<file path="src/uart_line_pkg.sv">
//////////////////////////////////////////////////
// serial line side: character, divisor and counter types
// 16x oversampling, fixed 16-entry FIFOs
//////////////////////////////////////////////////
package uart_line_pkg;

	localparam int OVERSAMPLE = 16; // ticks per bit
	localparam int MID_SAMPLE = 7;  // sampling phase inside a bit
	localparam int FIFO_DEPTH = 16;
	localparam int FIFO_AW    = 4;
	localparam int RX_ENTRY_W = 10;

	// rx entry layout: data in 7:0, then the two error flags
	localparam int RX_PE_BIT = 8;
	localparam int RX_FE_BIT = 9;

	typedef logic [7:0]            data_t;     // one character
	typedef logic [15:0]           divisor_t;  // baud divisor
	typedef logic [2:0]            bit_cnt_t;  // data bit index
	typedef logic [3:0]            tick_cnt_t; // oversampling phase
	typedef logic [RX_ENTRY_W-1:0] rx_entry_t; // {fe, pe, data}

endpackage

</file>
<file path="src/uart_regs_pkg.sv">
//////////////////////////////////////////////////
// host register map, 16550 layout without modem regs
// addresses 4 and 6 read zero
//////////////////////////////////////////////////
package uart_regs_pkg;

	typedef logic [2:0] reg_addr_t;
	typedef logic [3:0] iir_code_t;

	///////////////// addresses //////////////////////
	localparam reg_addr_t ADDR_RBR_THR_DLL = 3'd0;
	localparam reg_addr_t ADDR_IER_DLM     = 3'd1;
	localparam reg_addr_t ADDR_IIR_FCR     = 3'd2;
	localparam reg_addr_t ADDR_LCR         = 3'd3;
	localparam reg_addr_t ADDR_LSR         = 3'd5;
	localparam reg_addr_t ADDR_SCR         = 3'd7;

	///////////////// bit positions //////////////////
	localparam int LCR_WLS  = 0; // low bit of 2-bit field, length - 5
	localparam int LCR_PEN  = 3;
	localparam int LCR_EPS  = 4;
	localparam int LCR_DLAB = 7;

	localparam int IER_RDA  = 0;
	localparam int IER_THRE = 1;
	localparam int IER_RLS  = 2;

	localparam int FCR_RX_CLR = 1;
	localparam int FCR_TX_CLR = 2;

	localparam int LSR_DR      = 0;
	localparam int LSR_OE      = 1;
	localparam int LSR_PE      = 2;
	localparam int LSR_FE      = 3;
	localparam int LSR_THRE    = 5;
	localparam int LSR_TEMT    = 6;
	localparam int LSR_FIFOERR = 7;

	// IIR low nibble, bit 0 set means nothing pending
	localparam iir_code_t IIR_NONE = 4'h1;
	localparam iir_code_t IIR_RLS  = 4'h6;
	localparam iir_code_t IIR_RDA  = 4'h4;
	localparam iir_code_t IIR_THRE = 4'h2;
	localparam logic [3:0] IIR_FIFO_BITS = 4'hC; // FIFOs always on

endpackage

</file>
<file path="src/uart_regs.sv">
`timescale 1ns/1ns
//////////////////////////////////////////////////
// bus decode, config regs, LSR and interrupt priority
// read side effects happen at the edge of the cs cycle
//////////////////////////////////////////////////
module uart_regs (
	input  logic                     clk,
	input  logic                     rst,
	input  logic                     cs,
	input  logic                     wr,
	input  uart_regs_pkg::reg_addr_t addr,
	input  uart_line_pkg::data_t     wdata,
	input  logic                     tx_empty,
	input  logic                     tx_busy,
	input  logic                     rx_empty,
	input  logic                     rx_full,
	input  logic                     rx_push,
	input  uart_line_pkg::rx_entry_t rx_head,
	output uart_line_pkg::data_t     rdata,
	output logic                     irq,
	output logic                     tx_push,
	output logic                     rx_pop,
	output logic                     tx_clr,
	output logic                     rx_clr,
	output uart_line_pkg::divisor_t  divisor,
	output logic [1:0]               wls,
	output logic                     pen,
	output logic                     eps
);
	logic [2:0]               ier;
	uart_line_pkg::data_t     lcr;
	uart_line_pkg::data_t     scr;
	uart_line_pkg::data_t     dll;
	uart_line_pkg::data_t     dlm;
	uart_line_pkg::data_t     lsr;
	uart_regs_pkg::iir_code_t iir_code;
	logic                     wr_en;
	logic                     rd_en;
	logic                     dlab;
	logic                     ier_wr;
	logic                     lsr_rd;
	logic                     iir_rd;
	logic                     oe;
	logic                     pe;
	logic                     fe;
	logic                     head_checked; // current rx head already looked at
	logic                     head_new;
	logic                     tx_empty_q;
	logic                     thre_int;

	////////////////// decode ////////////////////////
	assign wr_en   = cs & wr;
	assign rd_en   = cs & ~wr;
	assign dlab    = lcr[uart_regs_pkg::LCR_DLAB];
	assign tx_push = wr_en && addr == uart_regs_pkg::ADDR_RBR_THR_DLL && !dlab;
	assign rx_pop  = rd_en && addr == uart_regs_pkg::ADDR_RBR_THR_DLL && !dlab;
	assign ier_wr  = wr_en && addr == uart_regs_pkg::ADDR_IER_DLM && !dlab;
	assign tx_clr  = wr_en && addr == uart_regs_pkg::ADDR_IIR_FCR
	                 && wdata[uart_regs_pkg::FCR_TX_CLR];
	assign rx_clr  = wr_en && addr == uart_regs_pkg::ADDR_IIR_FCR
	                 && wdata[uart_regs_pkg::FCR_RX_CLR];
	assign lsr_rd  = rd_en && addr == uart_regs_pkg::ADDR_LSR;
	assign iir_rd  = rd_en && addr == uart_regs_pkg::ADDR_IIR_FCR;

	assign divisor = {dlm, dll};
	assign wls     = lcr[uart_regs_pkg::LCR_WLS +: 2];
	assign pen     = lcr[uart_regs_pkg::LCR_PEN];
	assign eps     = lcr[uart_regs_pkg::LCR_EPS]; // 1 = even

	always_ff @(posedge clk) begin
		if (rst) begin
			ier <= '0;
			lcr <= '0;
			dll <= '0;
			dlm <= '0;
		end else if (wr_en) begin
			case (addr)
				uart_regs_pkg::ADDR_RBR_THR_DLL: begin
					if (dlab)
						dll <= wdata;
				end
				uart_regs_pkg::ADDR_IER_DLM: begin
					if (dlab)
						dlm <= wdata;
					else
						ier <= wdata[2:0];
				end
				uart_regs_pkg::ADDR_LCR: lcr <= wdata;
				default: ;
			endcase
		end
	end

	always_ff @(posedge clk) begin
		if (wr_en && addr == uart_regs_pkg::ADDR_SCR)
			scr <= wdata; // scratch, no side effects
	end

	////////////////// line status ///////////////////
	// errors latch once per entry, when it reaches the head
	assign head_new = !rx_empty && !head_checked;

	always_ff @(posedge clk) begin
		if (rst) begin
			oe           <= 1'b0;
			pe           <= 1'b0;
			fe           <= 1'b0;
			head_checked <= 1'b0;
		end else begin
			if (lsr_rd) begin // read clears, a new error in the same cycle wins
				oe <= 1'b0;
				pe <= 1'b0;
				fe <= 1'b0;
			end
			if (rx_push && rx_full)
				oe <= 1'b1; // fifo drops the char
			if (head_new && rx_head[uart_line_pkg::RX_PE_BIT])
				pe <= 1'b1;
			if (head_new && rx_head[uart_line_pkg::RX_FE_BIT])
				fe <= 1'b1;
			if (rx_pop || rx_clr)
				head_checked <= 1'b0; // next head gets a look
			else if (!rx_empty)
				head_checked <= 1'b1;
		end
	end

	always_comb begin
		lsr = '0;
		lsr[uart_regs_pkg::LSR_DR]      = !rx_empty;
		lsr[uart_regs_pkg::LSR_OE]      = oe;
		lsr[uart_regs_pkg::LSR_PE]      = pe;
		lsr[uart_regs_pkg::LSR_FE]      = fe;
		lsr[uart_regs_pkg::LSR_THRE]    = tx_empty;
		lsr[uart_regs_pkg::LSR_TEMT]    = tx_empty && !tx_busy; // shifter idle too
		lsr[uart_regs_pkg::LSR_FIFOERR] = pe | fe;
	end

	////////////////// interrupts ////////////////////
	// THRE latch: set on fifo draining or on enable while empty
	always_ff @(posedge clk) begin
		if (rst) begin
			tx_empty_q <= 1'b1;
			thre_int   <= 1'b0;
		end else begin
			tx_empty_q <= tx_empty;
			if (tx_push || (iir_rd && iir_code == uart_regs_pkg::IIR_THRE))
				thre_int <= 1'b0;
			else if ((tx_empty && !tx_empty_q && ier[uart_regs_pkg::IER_THRE])
			         || (ier_wr && wdata[uart_regs_pkg::IER_THRE] && tx_empty))
				thre_int <= 1'b1;
		end
	end

	always_comb begin // RLS > RDA > THRE
		if (ier[uart_regs_pkg::IER_RLS] && (oe || pe || fe))
			iir_code = uart_regs_pkg::IIR_RLS;
		else if (ier[uart_regs_pkg::IER_RDA] && !rx_empty)
			iir_code = uart_regs_pkg::IIR_RDA;
		else if (ier[uart_regs_pkg::IER_THRE] && thre_int)
			iir_code = uart_regs_pkg::IIR_THRE;
		else
			iir_code = uart_regs_pkg::IIR_NONE;
	end

	assign irq = iir_code != uart_regs_pkg::IIR_NONE;

	////////////////// read mux //////////////////////
	always_comb begin
		case (addr)
			uart_regs_pkg::ADDR_RBR_THR_DLL: rdata = dlab ? dll : rx_head[7:0];
			uart_regs_pkg::ADDR_IER_DLM:     rdata = dlab ? dlm : {5'b0, ier};
			uart_regs_pkg::ADDR_IIR_FCR:     rdata = {uart_regs_pkg::IIR_FIFO_BITS, iir_code};
			uart_regs_pkg::ADDR_LCR:         rdata = lcr;
			uart_regs_pkg::ADDR_LSR:         rdata = lsr;
			uart_regs_pkg::ADDR_SCR:         rdata = scr;
			default:                         rdata = '0; // 4 and 6 unmapped
		endcase
	end

endmodule

</file>
<file path="src/uart_baud_gen.sv">
`timescale 1ns/1ns
//////////////////////////////////////////////////
// 16x tick from a down counter, divisor 0 = stopped
//////////////////////////////////////////////////
module uart_baud_gen (
	input  logic                    clk,
	input  logic                    rst,
	input  uart_line_pkg::divisor_t divisor,
	output logic                    tick
);
	uart_line_pkg::divisor_t cnt;
	uart_line_pkg::divisor_t div_q; // last divisor seen

	always_ff @(posedge clk) begin
		if (rst) begin
			cnt   <= '0;
			div_q <= '0;
			tick  <= 1'b0;
		end else begin
			div_q <= divisor;
			tick  <= 1'b0;
			if (divisor != div_q || divisor == '0) begin
				cnt <= divisor - 1'b1; // reload on change
			end else if (cnt == '0) begin
				cnt  <= divisor - 1'b1;
				tick <= 1'b1;
			end else begin
				cnt <= cnt - 1'b1;
			end
		end
	end

endmodule

</file>
<file path="src/uart_fifo.sv">
`timescale 1ns/1ns
//////////////////////////////////////////////////
// 16 deep first-word-fall-through FIFO
// push when full and pop when empty are ignored
//////////////////////////////////////////////////
module uart_fifo #(
	parameter int WIDTH = 8
) (
	input  logic             clk,
	input  logic             rst,
	input  logic             clr,
	input  logic             push,
	input  logic             pop,
	input  logic [WIDTH-1:0] din,
	output logic [WIDTH-1:0] dout,
	output logic             empty,
	output logic             full
);
	logic [WIDTH-1:0]                  mem [uart_line_pkg::FIFO_DEPTH];
	logic [uart_line_pkg::FIFO_AW-1:0] rd_ptr;
	logic [uart_line_pkg::FIFO_AW-1:0] wr_ptr;
	logic [uart_line_pkg::FIFO_AW:0]   count;
	logic                              do_push;
	logic                              do_pop;

	assign empty   = count == '0;
	assign full    = count == (uart_line_pkg::FIFO_AW + 1)'(uart_line_pkg::FIFO_DEPTH);
	assign do_push = push && !full;
	assign do_pop  = pop && !empty;
	assign dout    = mem[rd_ptr]; // head, valid when !empty

	always_ff @(posedge clk) begin
		if (do_push)
			mem[wr_ptr] <= din;
	end

	always_ff @(posedge clk) begin
		if (rst || clr) begin
			rd_ptr <= '0;
			wr_ptr <= '0;
			count  <= '0;
		end else begin
			if (do_push)
				wr_ptr <= wr_ptr + 1'b1; // wraps at depth
			if (do_pop)
				rd_ptr <= rd_ptr + 1'b1;
			case ({do_push, do_pop})
				2'b10:   count <= count + 1'b1;
				2'b01:   count <= count - 1'b1;
				default: ;
			endcase
		end
	end

endmodule

</file>
<file path="src/uart_tx.sv">
`timescale 1ns/1ns
//////////////////////////////////////////////////
// serialiser: start, 5..8 data LSB first, parity, 1 stop
// frame begins on a tick, so start latency varies
//////////////////////////////////////////////////
module uart_tx (
	input  logic                 clk,
	input  logic                 rst,
	input  logic                 tick,
	input  logic [1:0]           wls,
	input  logic                 pen,
	input  logic                 eps,
	input  logic                 empty,
	input  uart_line_pkg::data_t din,
	output logic                 pop,
	output logic                 sout,
	output logic                 tx_busy
);
	typedef enum logic [2:0] {IDLE, START, DATA, PARITY, STOP} state_t;

	state_t                   state;
	uart_line_pkg::tick_cnt_t tick_cnt;
	uart_line_pkg::bit_cnt_t  bit_cnt;
	uart_line_pkg::data_t     shreg; // unsent bits, next at bit 0
	logic                     par;   // running parity
	logic                     bit_end;
	logic                     last_bit;
	logic                     send_data;

	assign pop       = state == IDLE && !empty && tick;
	assign tx_busy   = state != IDLE;
	assign bit_end   = tick && tick_cnt == uart_line_pkg::tick_cnt_t'(uart_line_pkg::OVERSAMPLE - 1);
	assign last_bit  = bit_cnt == uart_line_pkg::bit_cnt_t'(4 + wls);
	assign send_data = bit_end && (state == START || (state == DATA && !last_bit));

	always_ff @(posedge clk) begin
		if (pop) begin
			shreg <= din;
			par   <= ~eps; // odd parity starts at 1
		end else if (send_data) begin
			shreg <= shreg >> 1;
			par   <= par ^ shreg[0];
		end
	end

	always_ff @(posedge clk) begin
		if (rst) begin
			state    <= IDLE;
			sout     <= 1'b1; // line idles high
			tick_cnt <= '0;
			bit_cnt  <= '0;
		end else if (pop) begin
			state    <= START;
			sout     <= 1'b0;
			tick_cnt <= '0;
		end else if (tick && state != IDLE) begin
			tick_cnt <= tick_cnt + 1'b1; // wraps to 0 at bit end
			if (bit_end) begin
				case (state)
					START: begin
						state   <= DATA;
						sout    <= shreg[0];
						bit_cnt <= '0;
					end
					DATA: begin
						if (!last_bit) begin
							sout    <= shreg[0];
							bit_cnt <= bit_cnt + 1'b1;
						end else if (pen) begin
							state <= PARITY;
							sout  <= par;
						end else begin
							state <= STOP;
							sout  <= 1'b1;
						end
					end
					PARITY: begin
						state <= STOP;
						sout  <= 1'b1;
					end
					default: state <= IDLE; // end of stop bit
				endcase
			end
		end
	end

endmodule

</file>
<file path="src/uart_rx.sv">
`timescale 1ns/1ns
//////////////////////////////////////////////////
// deserialiser, samples at tick phase 7 of each bit
// pushes at the stop bit sample, errors ride in the entry
//////////////////////////////////////////////////
module uart_rx (
	input  logic                     clk,
	input  logic                     rst,
	input  logic                     tick,
	input  logic [1:0]               wls,
	input  logic                     pen,
	input  logic                     eps,
	input  logic                     sin,
	output logic                     push,
	output uart_line_pkg::rx_entry_t entry
);
	typedef enum logic [2:0] {IDLE, START, DATA, PARITY, STOP} state_t;

	state_t                   state;
	logic                     sin_m; // synchroniser
	logic                     sin_s;
	uart_line_pkg::tick_cnt_t tick_cnt;
	uart_line_pkg::bit_cnt_t  bit_cnt;
	uart_line_pkg::data_t     shreg;
	logic                     par;
	logic                     pe_q;
	logic                     fe_q;
	logic                     sample;
	logic                     last_bit;

	// start bit sampled at mid phase, later bits one bit time apart
	always_comb begin
		if (state == START)
			sample = tick && tick_cnt == uart_line_pkg::tick_cnt_t'(uart_line_pkg::MID_SAMPLE);
		else
			sample = tick && tick_cnt == uart_line_pkg::tick_cnt_t'(uart_line_pkg::OVERSAMPLE - 1);
	end

	assign last_bit = bit_cnt == uart_line_pkg::bit_cnt_t'(4 + wls);
	assign entry    = {fe_q, pe_q, shreg};

	always_ff @(posedge clk) begin
		if (rst) begin
			sin_m    <= 1'b1;
			sin_s    <= 1'b1;
			state    <= IDLE;
			tick_cnt <= '0;
			bit_cnt  <= '0;
			push     <= 1'b0;
		end else begin
			sin_m <= sin;
			sin_s <= sin_m;
			push  <= 1'b0;
			if (tick)
				tick_cnt <= sample ? '0 : tick_cnt + 1'b1;
			case (state)
				IDLE: begin
					if (tick && !sin_s) begin // falling edge seen
						state    <= START;
						tick_cnt <= '0;
					end
				end
				START: begin
					if (sample) begin
						state   <= sin_s ? IDLE : DATA; // glitch, back to idle
						bit_cnt <= '0;
					end
				end
				DATA: begin
					if (sample) begin
						bit_cnt <= bit_cnt + 1'b1;
						if (last_bit)
							state <= pen ? PARITY : STOP;
					end
				end
				PARITY: begin
					if (sample)
						state <= STOP;
				end
				default: begin
					if (sample) begin
						state <= IDLE;
						push  <= 1'b1;
					end
				end
			endcase
		end
	end

	always_ff @(posedge clk) begin
		if (sample) begin
			case (state)
				START: begin
					shreg <= '0; // unused upper bits stay zero
					par   <= ~eps;
					pe_q  <= 1'b0;
				end
				DATA: begin
					shreg[bit_cnt] <= sin_s;
					par            <= par ^ sin_s;
				end
				PARITY:  pe_q <= par ^ sin_s; // 1 = mismatch
				STOP:    fe_q <= !sin_s;      // low stop bit
				default: ;
			endcase
		end
	end

endmodule

</file>
<file path="src/uart_top.sv">
`timescale 1ns/1ns
//////////////////////////////////////////////////
// single clock 16550-style UART, no modem pins
//////////////////////////////////////////////////
module uart_top (
	input  logic                     clk,
	input  logic                     rst,
	input  logic                     cs,
	input  logic                     wr,
	input  uart_regs_pkg::reg_addr_t addr,
	input  uart_line_pkg::data_t     wdata,
	output uart_line_pkg::data_t     rdata,
	input  logic                     sin,
	output logic                     sout,
	output logic                     irq
);
	logic                     tx_push;
	logic                     rx_pop;
	logic                     tx_clr;
	logic                     rx_clr;
	uart_line_pkg::divisor_t  divisor;
	logic [1:0]               wls;
	logic                     pen;
	logic                     eps;
	logic                     tick;
	uart_line_pkg::data_t     tx_head;
	logic                     tx_pop;
	logic                     tx_empty;
	logic                     tx_busy;
	logic                     rx_push;
	uart_line_pkg::rx_entry_t rx_entry;
	uart_line_pkg::rx_entry_t rx_head;
	logic                     rx_empty;
	logic                     rx_full;

	uart_regs u_regs (
		.clk(clk), .rst(rst), .cs(cs), .wr(wr), .addr(addr), .wdata(wdata),
		.tx_empty(tx_empty), .tx_busy(tx_busy), .rx_empty(rx_empty),
		.rx_full(rx_full), .rx_push(rx_push), .rx_head(rx_head),
		.rdata(rdata), .irq(irq), .tx_push(tx_push), .rx_pop(rx_pop),
		.tx_clr(tx_clr), .rx_clr(rx_clr), .divisor(divisor),
		.wls(wls), .pen(pen), .eps(eps)
	);

	uart_baud_gen u_baud (.clk(clk), .rst(rst), .divisor(divisor), .tick(tick));

	uart_fifo #(.WIDTH(8)) u_tx_fifo (
		.clk(clk), .rst(rst), .clr(tx_clr), .push(tx_push), .pop(tx_pop),
		.din(wdata), .dout(tx_head), .empty(tx_empty), .full()
	);

	uart_fifo #(.WIDTH(uart_line_pkg::RX_ENTRY_W)) u_rx_fifo (
		.clk(clk), .rst(rst), .clr(rx_clr), .push(rx_push), .pop(rx_pop),
		.din(rx_entry), .dout(rx_head), .empty(rx_empty), .full(rx_full)
	);

	uart_tx u_tx (
		.clk(clk), .rst(rst), .tick(tick), .wls(wls), .pen(pen), .eps(eps),
		.empty(tx_empty), .din(tx_head), .pop(tx_pop), .sout(sout), .tx_busy(tx_busy)
	);

	uart_rx u_rx (
		.clk(clk), .rst(rst), .tick(tick), .wls(wls), .pen(pen), .eps(eps),
		.sin(sin), .push(rx_push), .entry(rx_entry)
	);

endmodule

</file>
<file path="config.mk">
export PLATFORM = sky130hd
export DESIGN_NAME = uart_top
export DESIGN_NICKNAME = d
export VERILOG_FILES = /design/src/uart_line_pkg.sv /design/src/uart_regs_pkg.sv /design/src/uart_regs.sv /design/src/uart_baud_gen.sv /design/src/uart_fifo.sv /design/src/uart_tx.sv /design/src/uart_rx.sv /design/src/uart_top.sv
export SDC_FILE = /design/constraint.sdc
export NUM_CORES = 1
export LEC_CHECK = 0
export ABC_AREA = 1
export BUFFER_PORTS_ARGS = -buffer_cell sky130_fd_sc_hd__buf_2
export CORE_UTILIZATION = 50
export DETAILED_ROUTE_END_ITERATION = 8
export PLACE_DENSITY = 0.68
export SYNTH_ARGS = -nofsm -noshare
export SYNTH_HDL_FRONTEND = slang
export SYNTH_SLANG_ARGS = --single-unit
</file>
<file path="constraint.sdc">
create_clock -name clk -period 2.6 [get_ports clk]
set_clock_uncertainty 0.2 [all_clocks]
set_input_delay 0.39 -clock clk [delete_from_list [all_inputs] [get_ports clk]]
set_output_delay 0.39 -clock clk [all_outputs]
set_load 0.01 [all_outputs]
</file>
==> results of run 1 <==
## cells in the final DEF, fill, tap and decap left out, types with 5 or more instances in the layout
cell | netlist | final
sky130_fd_sc_hd__a211oi_1 | 8 | 7
sky130_fd_sc_hd__a21oi_1 | 95 | 93
sky130_fd_sc_hd__buf_12 | 0 | 5
sky130_fd_sc_hd__buf_2 | 19 | 25
sky130_fd_sc_hd__buf_4 | 0 | 85
sky130_fd_sc_hd__clkbuf_1 | 56 | 14
sky130_fd_sc_hd__clkbuf_16 | 0 | 49
sky130_fd_sc_hd__clkinv_1 | 2 | 9
sky130_fd_sc_hd__dfxtp_1 | 124 | 118
sky130_fd_sc_hd__dfxtp_2 | 0 | 5
sky130_fd_sc_hd__edfxtp_1 | 316 | 316
sky130_fd_sc_hd__ha_1 | 25 | 21
sky130_fd_sc_hd__inv_1 | 114 | 111
sky130_fd_sc_hd__inv_2 | 22 | 24
sky130_fd_sc_hd__mux2i_1 | 20 | 20
sky130_fd_sc_hd__nand2_1 | 200 | 196
sky130_fd_sc_hd__nand2_2 | 3 | 7
sky130_fd_sc_hd__nand3_1 | 72 | 65
sky130_fd_sc_hd__nand3_2 | 2 | 8
sky130_fd_sc_hd__nand4_1 | 9 | 9
sky130_fd_sc_hd__nor2_1 | 300 | 278
sky130_fd_sc_hd__nor2_2 | 5 | 22
sky130_fd_sc_hd__nor2_4 | 1 | 6
sky130_fd_sc_hd__nor3_1 | 26 | 25
sky130_fd_sc_hd__nor3_2 | 6 | 7
sky130_fd_sc_hd__nor4_1 | 10 | 10
sky130_fd_sc_hd__o211ai_1 | 20 | 20
sky130_fd_sc_hd__o21a_1 | 8 | 8
sky130_fd_sc_hd__o21ai_0 | 150 | 125
sky130_fd_sc_hd__o21ai_1 | 40 | 53
sky130_fd_sc_hd__o21ai_2 | 0 | 12
sky130_fd_sc_hd__o221ai_1 | 30 | 29
sky130_fd_sc_hd__o22ai_1 | 30 | 24
sky130_fd_sc_hd__o22ai_2 | 0 | 6
sky130_fd_sc_hd__o32ai_1 | 12 | 12
sky130_fd_sc_hd__or2_2 | 5 | 5
sky130_fd_sc_hd__xnor2_1 | 18 | 18
sky130_fd_sc_hd__xor2_1 | 38 | 38
## sequential cells by signal (all words and copies together), names as in the netlist, 3 cells and up, named ones only
name and flops:
u_rx_fifo.wr_ptr 4, u_baud.cnt 16, u_tx_fifo.mem 128, u_rx_fifo.mem 160, u_tx.tick_cnt 4, u_regs.lcr 8, u_regs.ier 3, u_rx_fifo.count 5
u_rx_fifo.rd_ptr 4, u_regs.dlm 8, u_tx_fifo.rd_ptr 4, u_tx.state 3, u_rx.bit_cnt 3, u_tx.bit_cnt 3, u_tx.shreg 8, u_rx.shreg 8
u_regs.scr 8, u_tx_fifo.wr_ptr 4, u_rx.state 3, u_regs.dll 8, u_baud.div_q 16, u_tx_fifo.count 5, u_rx.tick_cnt 4
## path summary, 6_finish.rpt
check | start | slack (ps) | cells past startpoint | to
worst max-delay path | register | -390 | 9 | rdata[7]
worst max register to register | u_rx_fifo.count[0] | 150 | 13 | u_rx_fifo.count[4]
worst min register to register | u_rx.sin_m | 220 | 1 | u_rx.sin_s
worst min-delay path | cs | 60 | 5 | u_regs.thre_int
## kinds of logic (layout without fill, tap and decap cells)
logic type | after synthesis | count (layout) | synth area share
compound gates | 408 | 408 | 0.125
mux | 20 | 20 | 0.0106
xor+xnor | 56 | 56 | 0.0259
fa+ha+maj | 26 | 26 | 0.0176
flops | 440 | 440 | 0.632
buf+inv | 217 | 350 | 0.0450
simple gates | 646 | 646 | 0.144
## final cells by class
cell class | instances | area, µm² | area share
sequential | 440 | 12000 | 0.542
multi-input combinational | 1156 | 6420 | 0.290
clock buffer | 63 | 1270 | 0.0573
timing repair buffer | 127 | 1100 | 0.0500
tap | 504 | 631 | 0.0285
inverter | 138 | 526 | 0.0238
clock inverter | 20 | 175 | 0.00792
timing repair inverter | 2 | 12.5 | 0.000566
## stage by stage
stage                     hold WS, ps  instances  cell area [µm²]  setup TNS, ps  setup slack (ps)
after global placement            206       2352            20100           -278              -212
after detailed placement          201       2352            20100           -449              -242
after floorplan                   189       1813            19000              0              17.6
final                            60.2       2450            22100          -2570              -390
after CTS                        26.0       2446            21900          -2400              -328
after global routing             83.6       2450            22100          -3050              -436
## critical path, cell delays in order, from the launching register on
cell                       delay [ps]
sky130_fd_sc_hd__dfxtp_4          410
sky130_fd_sc_hd__buf_12           160
sky130_fd_sc_hd__buf_16           150
sky130_fd_sc_hd__o21ai_2          120
sky130_fd_sc_hd__o22ai_2          100
sky130_fd_sc_hd__o211ai_1         370
sky130_fd_sc_hd__nand2_1          150
sky130_fd_sc_hd__nand2_1          100
sky130_fd_sc_hd__nand4_1          110
sky130_fd_sc_hd__buf_2            170
## per-layer routing
layer,vias up,global-route usage
met1,6558,0.341
met2,536,0.384
met5,-,0
met3,86,0.0448
met4,0,0.0792
li1,6603,-
## power by group
part / internal [mW] / switching [mW]
Sequential: 7.48 / 0.0269
Clock: 3.63 / 2.70
Combinational: 0.0903 / 0.201
Total: 11.2 / 2.92
## what timing repair did
item	CTS	global route
endpoints found under the hold margin	1	0
cloned	7	1
hold buffers	1	0
pin swaps	10	24
setup buffers	3	3
endpoints found under the setup margin	10	135
resized for setup	47	65
==> parameters.txt, run 1 <==
Parameter                              Value

Synth
  Post-synthesis net count    roughly 1900
  Synth Area per Inst    roughly 10 µm²
  Total standard cell area after synthesis    between 15000 and 20000 µm²
  Proportion of synthesized flip-flops having asynchronous set or reset    0
  Post-synthesis cell type count    48
  Seq cells post-synth    440
  Number of flops mapped to enable cells by yosys    about 320
  Sequential share of the synthesized area    0.632
  Top post-synthesis cells by area    sky130_fd_sc_hd__edfxtp_1, sky130_fd_sc_hd__dfxtp_1, sky130_fd_sc_hd__nor2_1
  Most used DFF post-synth    sky130_fd_sc_hd__edfxtp_1
  Most common cell in the netlist    sky130_fd_sc_hd__edfxtp_1
  Total of warnings raised by yosys    0
  Leading cell types by count after synthesis    sky130_fd_sc_hd__edfxtp_1, sky130_fd_sc_hd__nor2_1, sky130_fd_sc_hd__nand2_1
  Top-area cell type share of the netlist area    0.501
  Synthesized instance count    1813
  Largest area contributor in the synthesized netlist    sky130_fd_sc_hd__edfxtp_1

Placement
  Final estimated routing congestion in global placement    between 0.9 and 1
  Placed wire-length estimate    roughly 29000 µm
  Number of buffers inserted by port buffering    25

Drt
  Routed wirelength normalized by instance count    between 15 and 20 µm
  Number of optimization iterations in the first detailed-route pass    5
  DR WL met2    between 20000 and 25000 µm
  Average vias per placed instance    approximately 5.6
  Detailed-route via count    13783
  Sum of routed wire segments on met1    just over 20000 µm
  Met3 Routed Length    3450 µm
  DR iter-0 viols    roughly 1200
  Topmost layer with routed signal wires    met4
  Detailed Route WL    between 40000 and 50000 µm
  Antenna-violating nets left    0
  Drc violations    0

Power and ir drop
  Max rail drop VDD    between 0.0005 and 0.0006 V
  Leakage dissipation    around 7.9 nW
  Power after layout    14.1 mW
  Power per standard cell area    639 nW/µm²

Layout
  Final core utilization    0.598
  Fraction of final layout cells sized beyond drive strength 1    0.158
  Antenna diode count    0
  Synth-to-layout area growth    16.7%
  Final net count    around 2000
  Final-layout fill cell count    3022

STA
  Final critical path time including I/O delays and setup    about 3000 ps
  Setup repair after global routing missed its margin    yes
  Tightest Pin Transition    910 ps
  Number of endpoints failing setup at the final stage    8
  Headroom to the max-slew limit    0.391
  Minimum setup slack in the final design    -390 ps
  Slew Viols, Final    0
  Final Cycle Share    1.15
  Highest clock rate    around 330 MHz
  Fin. Hold Viols    0

Run status
  Violations in the final reports    setup timing
  Result of the run    complete, but fails checks

Floorplanning
  Y dimension of the die    between 150 and 200 µm
  Io pins    26
  Floorplan row count    70
  Die outline area    between 30000 and 40000 µm²
  Effective utilization at floorplan    0.513
  Chip Width    about 200 µm
  Core Area    about 37000 µm²

Worst hold path
  Min-Delay Path Class    primary input to register

Clock tree
  Count of H-tree levels built during CTS    2
  Buffer depth of the longest clock path    3
  CTS tree    built
  Clock latency of the later-clocked register in the worst-skew pair    580 ps
  Clock slew seen by the registers of the worst setup and hold paths    around 60 ps
  Root buf cell    sky130_fd_sc_hd__clkbuf_16
  Number of clock buffers inserted by TritonCTS    46
  TritonCTS Sinks    440

GRT
  Combined global-route utilization of all metal layers    0.243
  Initial antenna violation count    0
  Global-route wire length before repair    72700 µm
  Pin count of the biggest net entering global routing    35
  Total grt overflow    0
  Vias in the first global route    between 10000 and 15000

Setup path
  Required time at the worst-slack endpoint    between 2000 and 2500 ps
  Arrival time at the worst endpoint    between 2000 and 2500 ps
  Worst Setup End Kind    output port
  Critical path peak fanout    10
  Kind of launch point of the worst setup path    register
  Path type of the worst setup path    register to output port

Job
  Maximum Capacitance Violations    0
Note: power is estimated with default switching activity, not from simulation.
==> run 2: changes to the inputs <==
--- a/config.mk
+++ b/config.mk
@@ -5,8 +5,8 @@
 export SDC_FILE = /design/constraint.sdc
 export NUM_CORES = 1
 export LEC_CHECK = 0
-export ABC_AREA = 1
 export BUFFER_PORTS_ARGS = -buffer_cell sky130_fd_sc_hd__buf_2
+export CORE_ASPECT_RATIO = 0.6
 export CORE_UTILIZATION = 50
 export DETAILED_ROUTE_END_ITERATION = 8
 export PLACE_DENSITY = 0.68
==> run 2 against run 1 <==
  * The flow still finishes with violations (setup timing)
  * Total power decreased by 4.4%
  * Hold slack improved by 44 ps
  * Combinational power about the same
  * Utilization increased by 0.21 points
  * Critical path type unchanged
  * Sequential power about the same
  * Sequential cell count unchanged
  * Synthesized cell count decreased by 28%
  * Critical endpoint unchanged
  * Die area decreased by 0.81%
==> parameters.txt, run 2 <==
Parameter                              Value

GRT
  Busiest metal layer after global routing    met1
  Total grt overflow    0
  Combined global-route utilization of all metal layers    0.235
  Met2 track demand over resource    0.303
  Vias in the first global route    11256
  M1 GR Usage    0.396
  Met3 Resource Use GR    0.0610
  Pin count of the biggest net entering global routing    59
  Global-route wire length before repair    67800 µm
  Initial antenna violation count    0

Synth
  Number of flops mapped to enable cells by yosys    about 320
  Synth Area per Inst    between 10 and 15 µm²
  Most used DFF post-synth    sky130_fd_sc_hd__edfxtp_1
  Synthesized instance count    approximately 1300
  Most common cell in the netlist    sky130_fd_sc_hd__edfxtp_1
  Post-synthesis net count    between 1000 and 1500
  Seq cells post-synth    440
  Proportion of synthesized flip-flops having asynchronous set or reset    0
  Leading cell types by count after synthesis    sky130_fd_sc_hd__edfxtp_1, sky130_fd_sc_hd__nor2_1, sky130_fd_sc_hd__dfxtp_1
  Total standard cell area after synthesis    ~19000 µm²
  Total of warnings raised by yosys    0
  Top post-synthesis cells by area    sky130_fd_sc_hd__edfxtp_1, sky130_fd_sc_hd__dfxtp_1, sky130_fd_sc_hd__mux4_2
  Post-synthesis cell type count    72
  Largest area contributor in the synthesized netlist    sky130_fd_sc_hd__edfxtp_1
  Top-area cell type share of the netlist area    0.505
  Sequential share of the synthesized area    0.637

Job
  Maximum Capacitance Violations    0

Setup path
  Kind of launch point of the worst setup path    register
  Setup slack, reg-to-reg    -20 ps
  Cell with the most instances on the worst path    sky130_fd_sc_hd__mux4_2
  Logic depth of the worst register-to-register path    14
  Ordered list of cells on the worst path    buf_12 -> buf_4 -> mux4_2 -> mux4_2 -> nand4b_1 -> o311ai_2 -> buf_2
  Worst reg2reg startpoint    u_rx_fifo.count[0]
  Arrival time at the worst endpoint    2570 ps
  Critical path peak fanout    9
  Endpoint of the lowest-slack register-to-register path    u_rx_fifo.count[4]
  Path type of the worst setup path    register to output port
  Critical-path top delay cell    sky130_fd_sc_hd__mux4_2
  Largest incremental delay on the critical path    roughly 500 ps
  Worst setup path endpoint    rdata[7]
  Worst Setup End Kind    output port
  Required time at the worst-slack endpoint    roughly 2000 ps

Layout
  Post-route standard cell area excluding fillers    22000 µm²
  Antenna diode count    0
  Fraction of final layout cells sized beyond drive strength 1    0.269
  Number of standard cells in the layout, taps in and fillers out    just under 2000
  Synth-to-layout area growth    17.3%
  Final-layout fill cell count    approximately 2800
  Leading registers by flop count    u_rx_fifo.mem (160), u_tx_fifo.mem (128)
  Largest Register    u_rx_fifo.mem
  Number of flip-flops under the largest register name    160
  Most frequent standard cell in the layout excluding fill and tap cells    sky130_fd_sc_hd__edfxtp_1
  Most used cells in the layout excluding fill and tap cells    sky130_fd_sc_hd__edfxtp_1, sky130_fd_sc_hd__nor2_1, sky130_fd_sc_hd__buf_4, sky130_fd_sc_hd__dfxtp_1, sky130_fd_sc_hd__mux4_2
  Final net count    1495

Floorplanning
  Chip Width    about 250 µm
  Y dimension of the die    152 µm
  Floorplan row count    54
  Die outline area    between 30000 and 40000 µm²
  Effective utilization at floorplan    0.512
  Io pins    26
  Core Area    between 30000 and 40000 µm²

Run status
  Result of the run    complete, but fails checks
  Violations in the final reports    setup timing

Drt
  Average vias per placed instance    about 5.9
  Antenna-violating nets left    0
  Detailed Route WL    45100 µm
  Number of optimization iterations in the first detailed-route pass    7
  Drc violations    0
  DR iter-0 viols    roughly 1400
  Routed wirelength normalized by instance count    approximately 23 µm
  Detailed-route via count    11673

Power and ir drop
  Power after layout    13.5 mW
  Relative contribution of the clock network to total power    0.424
  Leakage dissipation    7.55 nW
  Psw    2.76 mW
  Cell-internal power    10.7 mW
  Power share of the sequential group    0.555
  Power per standard cell area    around 610 nW/µm²
  Sw Share    0.205
  Combinational Power Share    0.021
  Max rail drop VDD    0.000422 V

STA
  Worst hold slack    104 ps
  Setup repair after global routing missed its margin    yes
  Slew Viols, Final    0
  Fin. Hold Viols    0
  Final Cycle Share    1.22
  Minimum setup slack in the final design    -562 ps
  Final critical path time including I/O delays and setup    approximately 3200 ps
  Highest clock rate    around 320 MHz
  Tightest Pin Transition    a little over 800 ps
  Number of endpoints failing setup at the final stage    9
  Headroom to the max-slew limit    0.460

Placement
  Worst setup slack after placement    -345 ps
  Cell count after placement    roughly 1900
  Cell Area, Placed    20400 µm²
  Number of buffers inserted by port buffering    25
  Placed wire-length estimate    between 30000 and 40000 µm
  Final estimated routing congestion in global placement    approximately 0.86

Clock tree
  Clock slew seen by the registers of the worst setup and hold paths    roughly 70 ps
  Number of clock buffers inserted by TritonCTS    41
  Root buf cell    sky130_fd_sc_hd__clkbuf_16
  Count of H-tree levels built during CTS    2
  Buffer depth of the longest clock path    3
  TritonCTS Sinks    between 400 and 500
  Clock latency of the later-clocked register in the worst-skew pair    ~550 ps
  CTS tree    built

Worst hold path
  Min-Delay Path Class    primary input to register
run 2: cell types whose count changed after synthesis, sizes merged, moves of 58 or more:
cell and delta:
o21ai -175, inv -112, nor2 -143, nand2 -133
nand3 -58, mux4 +79
run 2: cell type report:
type	instances	area (µm²)	share of cell area
well taps	504	631	0.0286
repair buffers	174	1400	0.0637
inverters	24	90.1	0.00409
flip-flops and latches	440	12000	0.544
clock inverters	17	113	0.00511
clock buffers	54	1140	0.0516
multi-input cells	772	6670	0.303
run 2: power by group through the flow:
stage | Clock [mW] | Combinational (mW) | Sequential (mW)
2_1_floorplan | 0 | 0.152 | 7.64
6_report | 5.73 | 0.290 | 7.49
4_1_cts | 5.82 | 0.285 | 7.49
3_5_place_dp | 0 | 0.282 | 7.65
5_1_grt | 6.08 | 0.311 | 7.49
3_3_place_gp | 0 | 0.278 | 7.65
run 2: worst min-delay path by stage:
stage,depth (start not counted),startpoint,endpoint
6_report,1,wdata[7],u_regs.scr[7]
5_1_grt,1,wdata[7],u_regs.scr[7]
4_1_cts,1,wdata[7],u_regs.scr[7]
3_5_place_dp,1,u_rx.sin_m,u_rx.sin_s
3_3_place_gp,1,u_rx.sin_m,u_rx.sin_s
2_1_floorplan,1,u_rx.sin_m,u_rx.sin_s
run 2: critical path: cells and delay by family (launching register included):
kind	cells	cell delay, ps
AO/OA/AOI/OAI	1	140
multiplexers	2	970
buffers and inverters	3	430
AND/OR/NAND/NOR	1	130
flip-flops	1	360
run 2: cells by family (layout without fill, tap and decap cells):
logic type / count (synthesis) / after routing / synth area share
DFF: 440 / 440 / 0.637
and+or+nand+nor: 384 / 384 / 0.102
muxes: 158 / 158 / 0.140
AOI/OAI and AO/OA: 130 / 130 / 0.0452
buffers and inverters: 101 / 269 / 0.0238
xor gates and xnor gates: 74 / 74 / 0.0345
adders and majority gates: 26 / 26 / 0.0177
run 2: metrics by stage:
step            util  setup TNS, ps
2_1_floorplan      -           -919
3_3_place_gp   0.555           -915
3_5_place_dp   0.555          -1230
4_1_cts        0.596          -4300
5_1_grt        0.600          -5240
6_report       0.600          -4280
run 2: repair_timing:
item,CTS,global route
pin swaps,13,26
hold endpoints to repair,1,0
setup buffers,13,4
hold buffers,1,0
cloned,0,1
endpoints found under the setup margin,14,32
gates resized for setup,33,29
run 2: metal layers:
metal,part of all wire,routed length (µm)
met1,0.49,22200
met2,0.40,17800
met3,0.099,4470
met4,0.012,563
met5,0,0
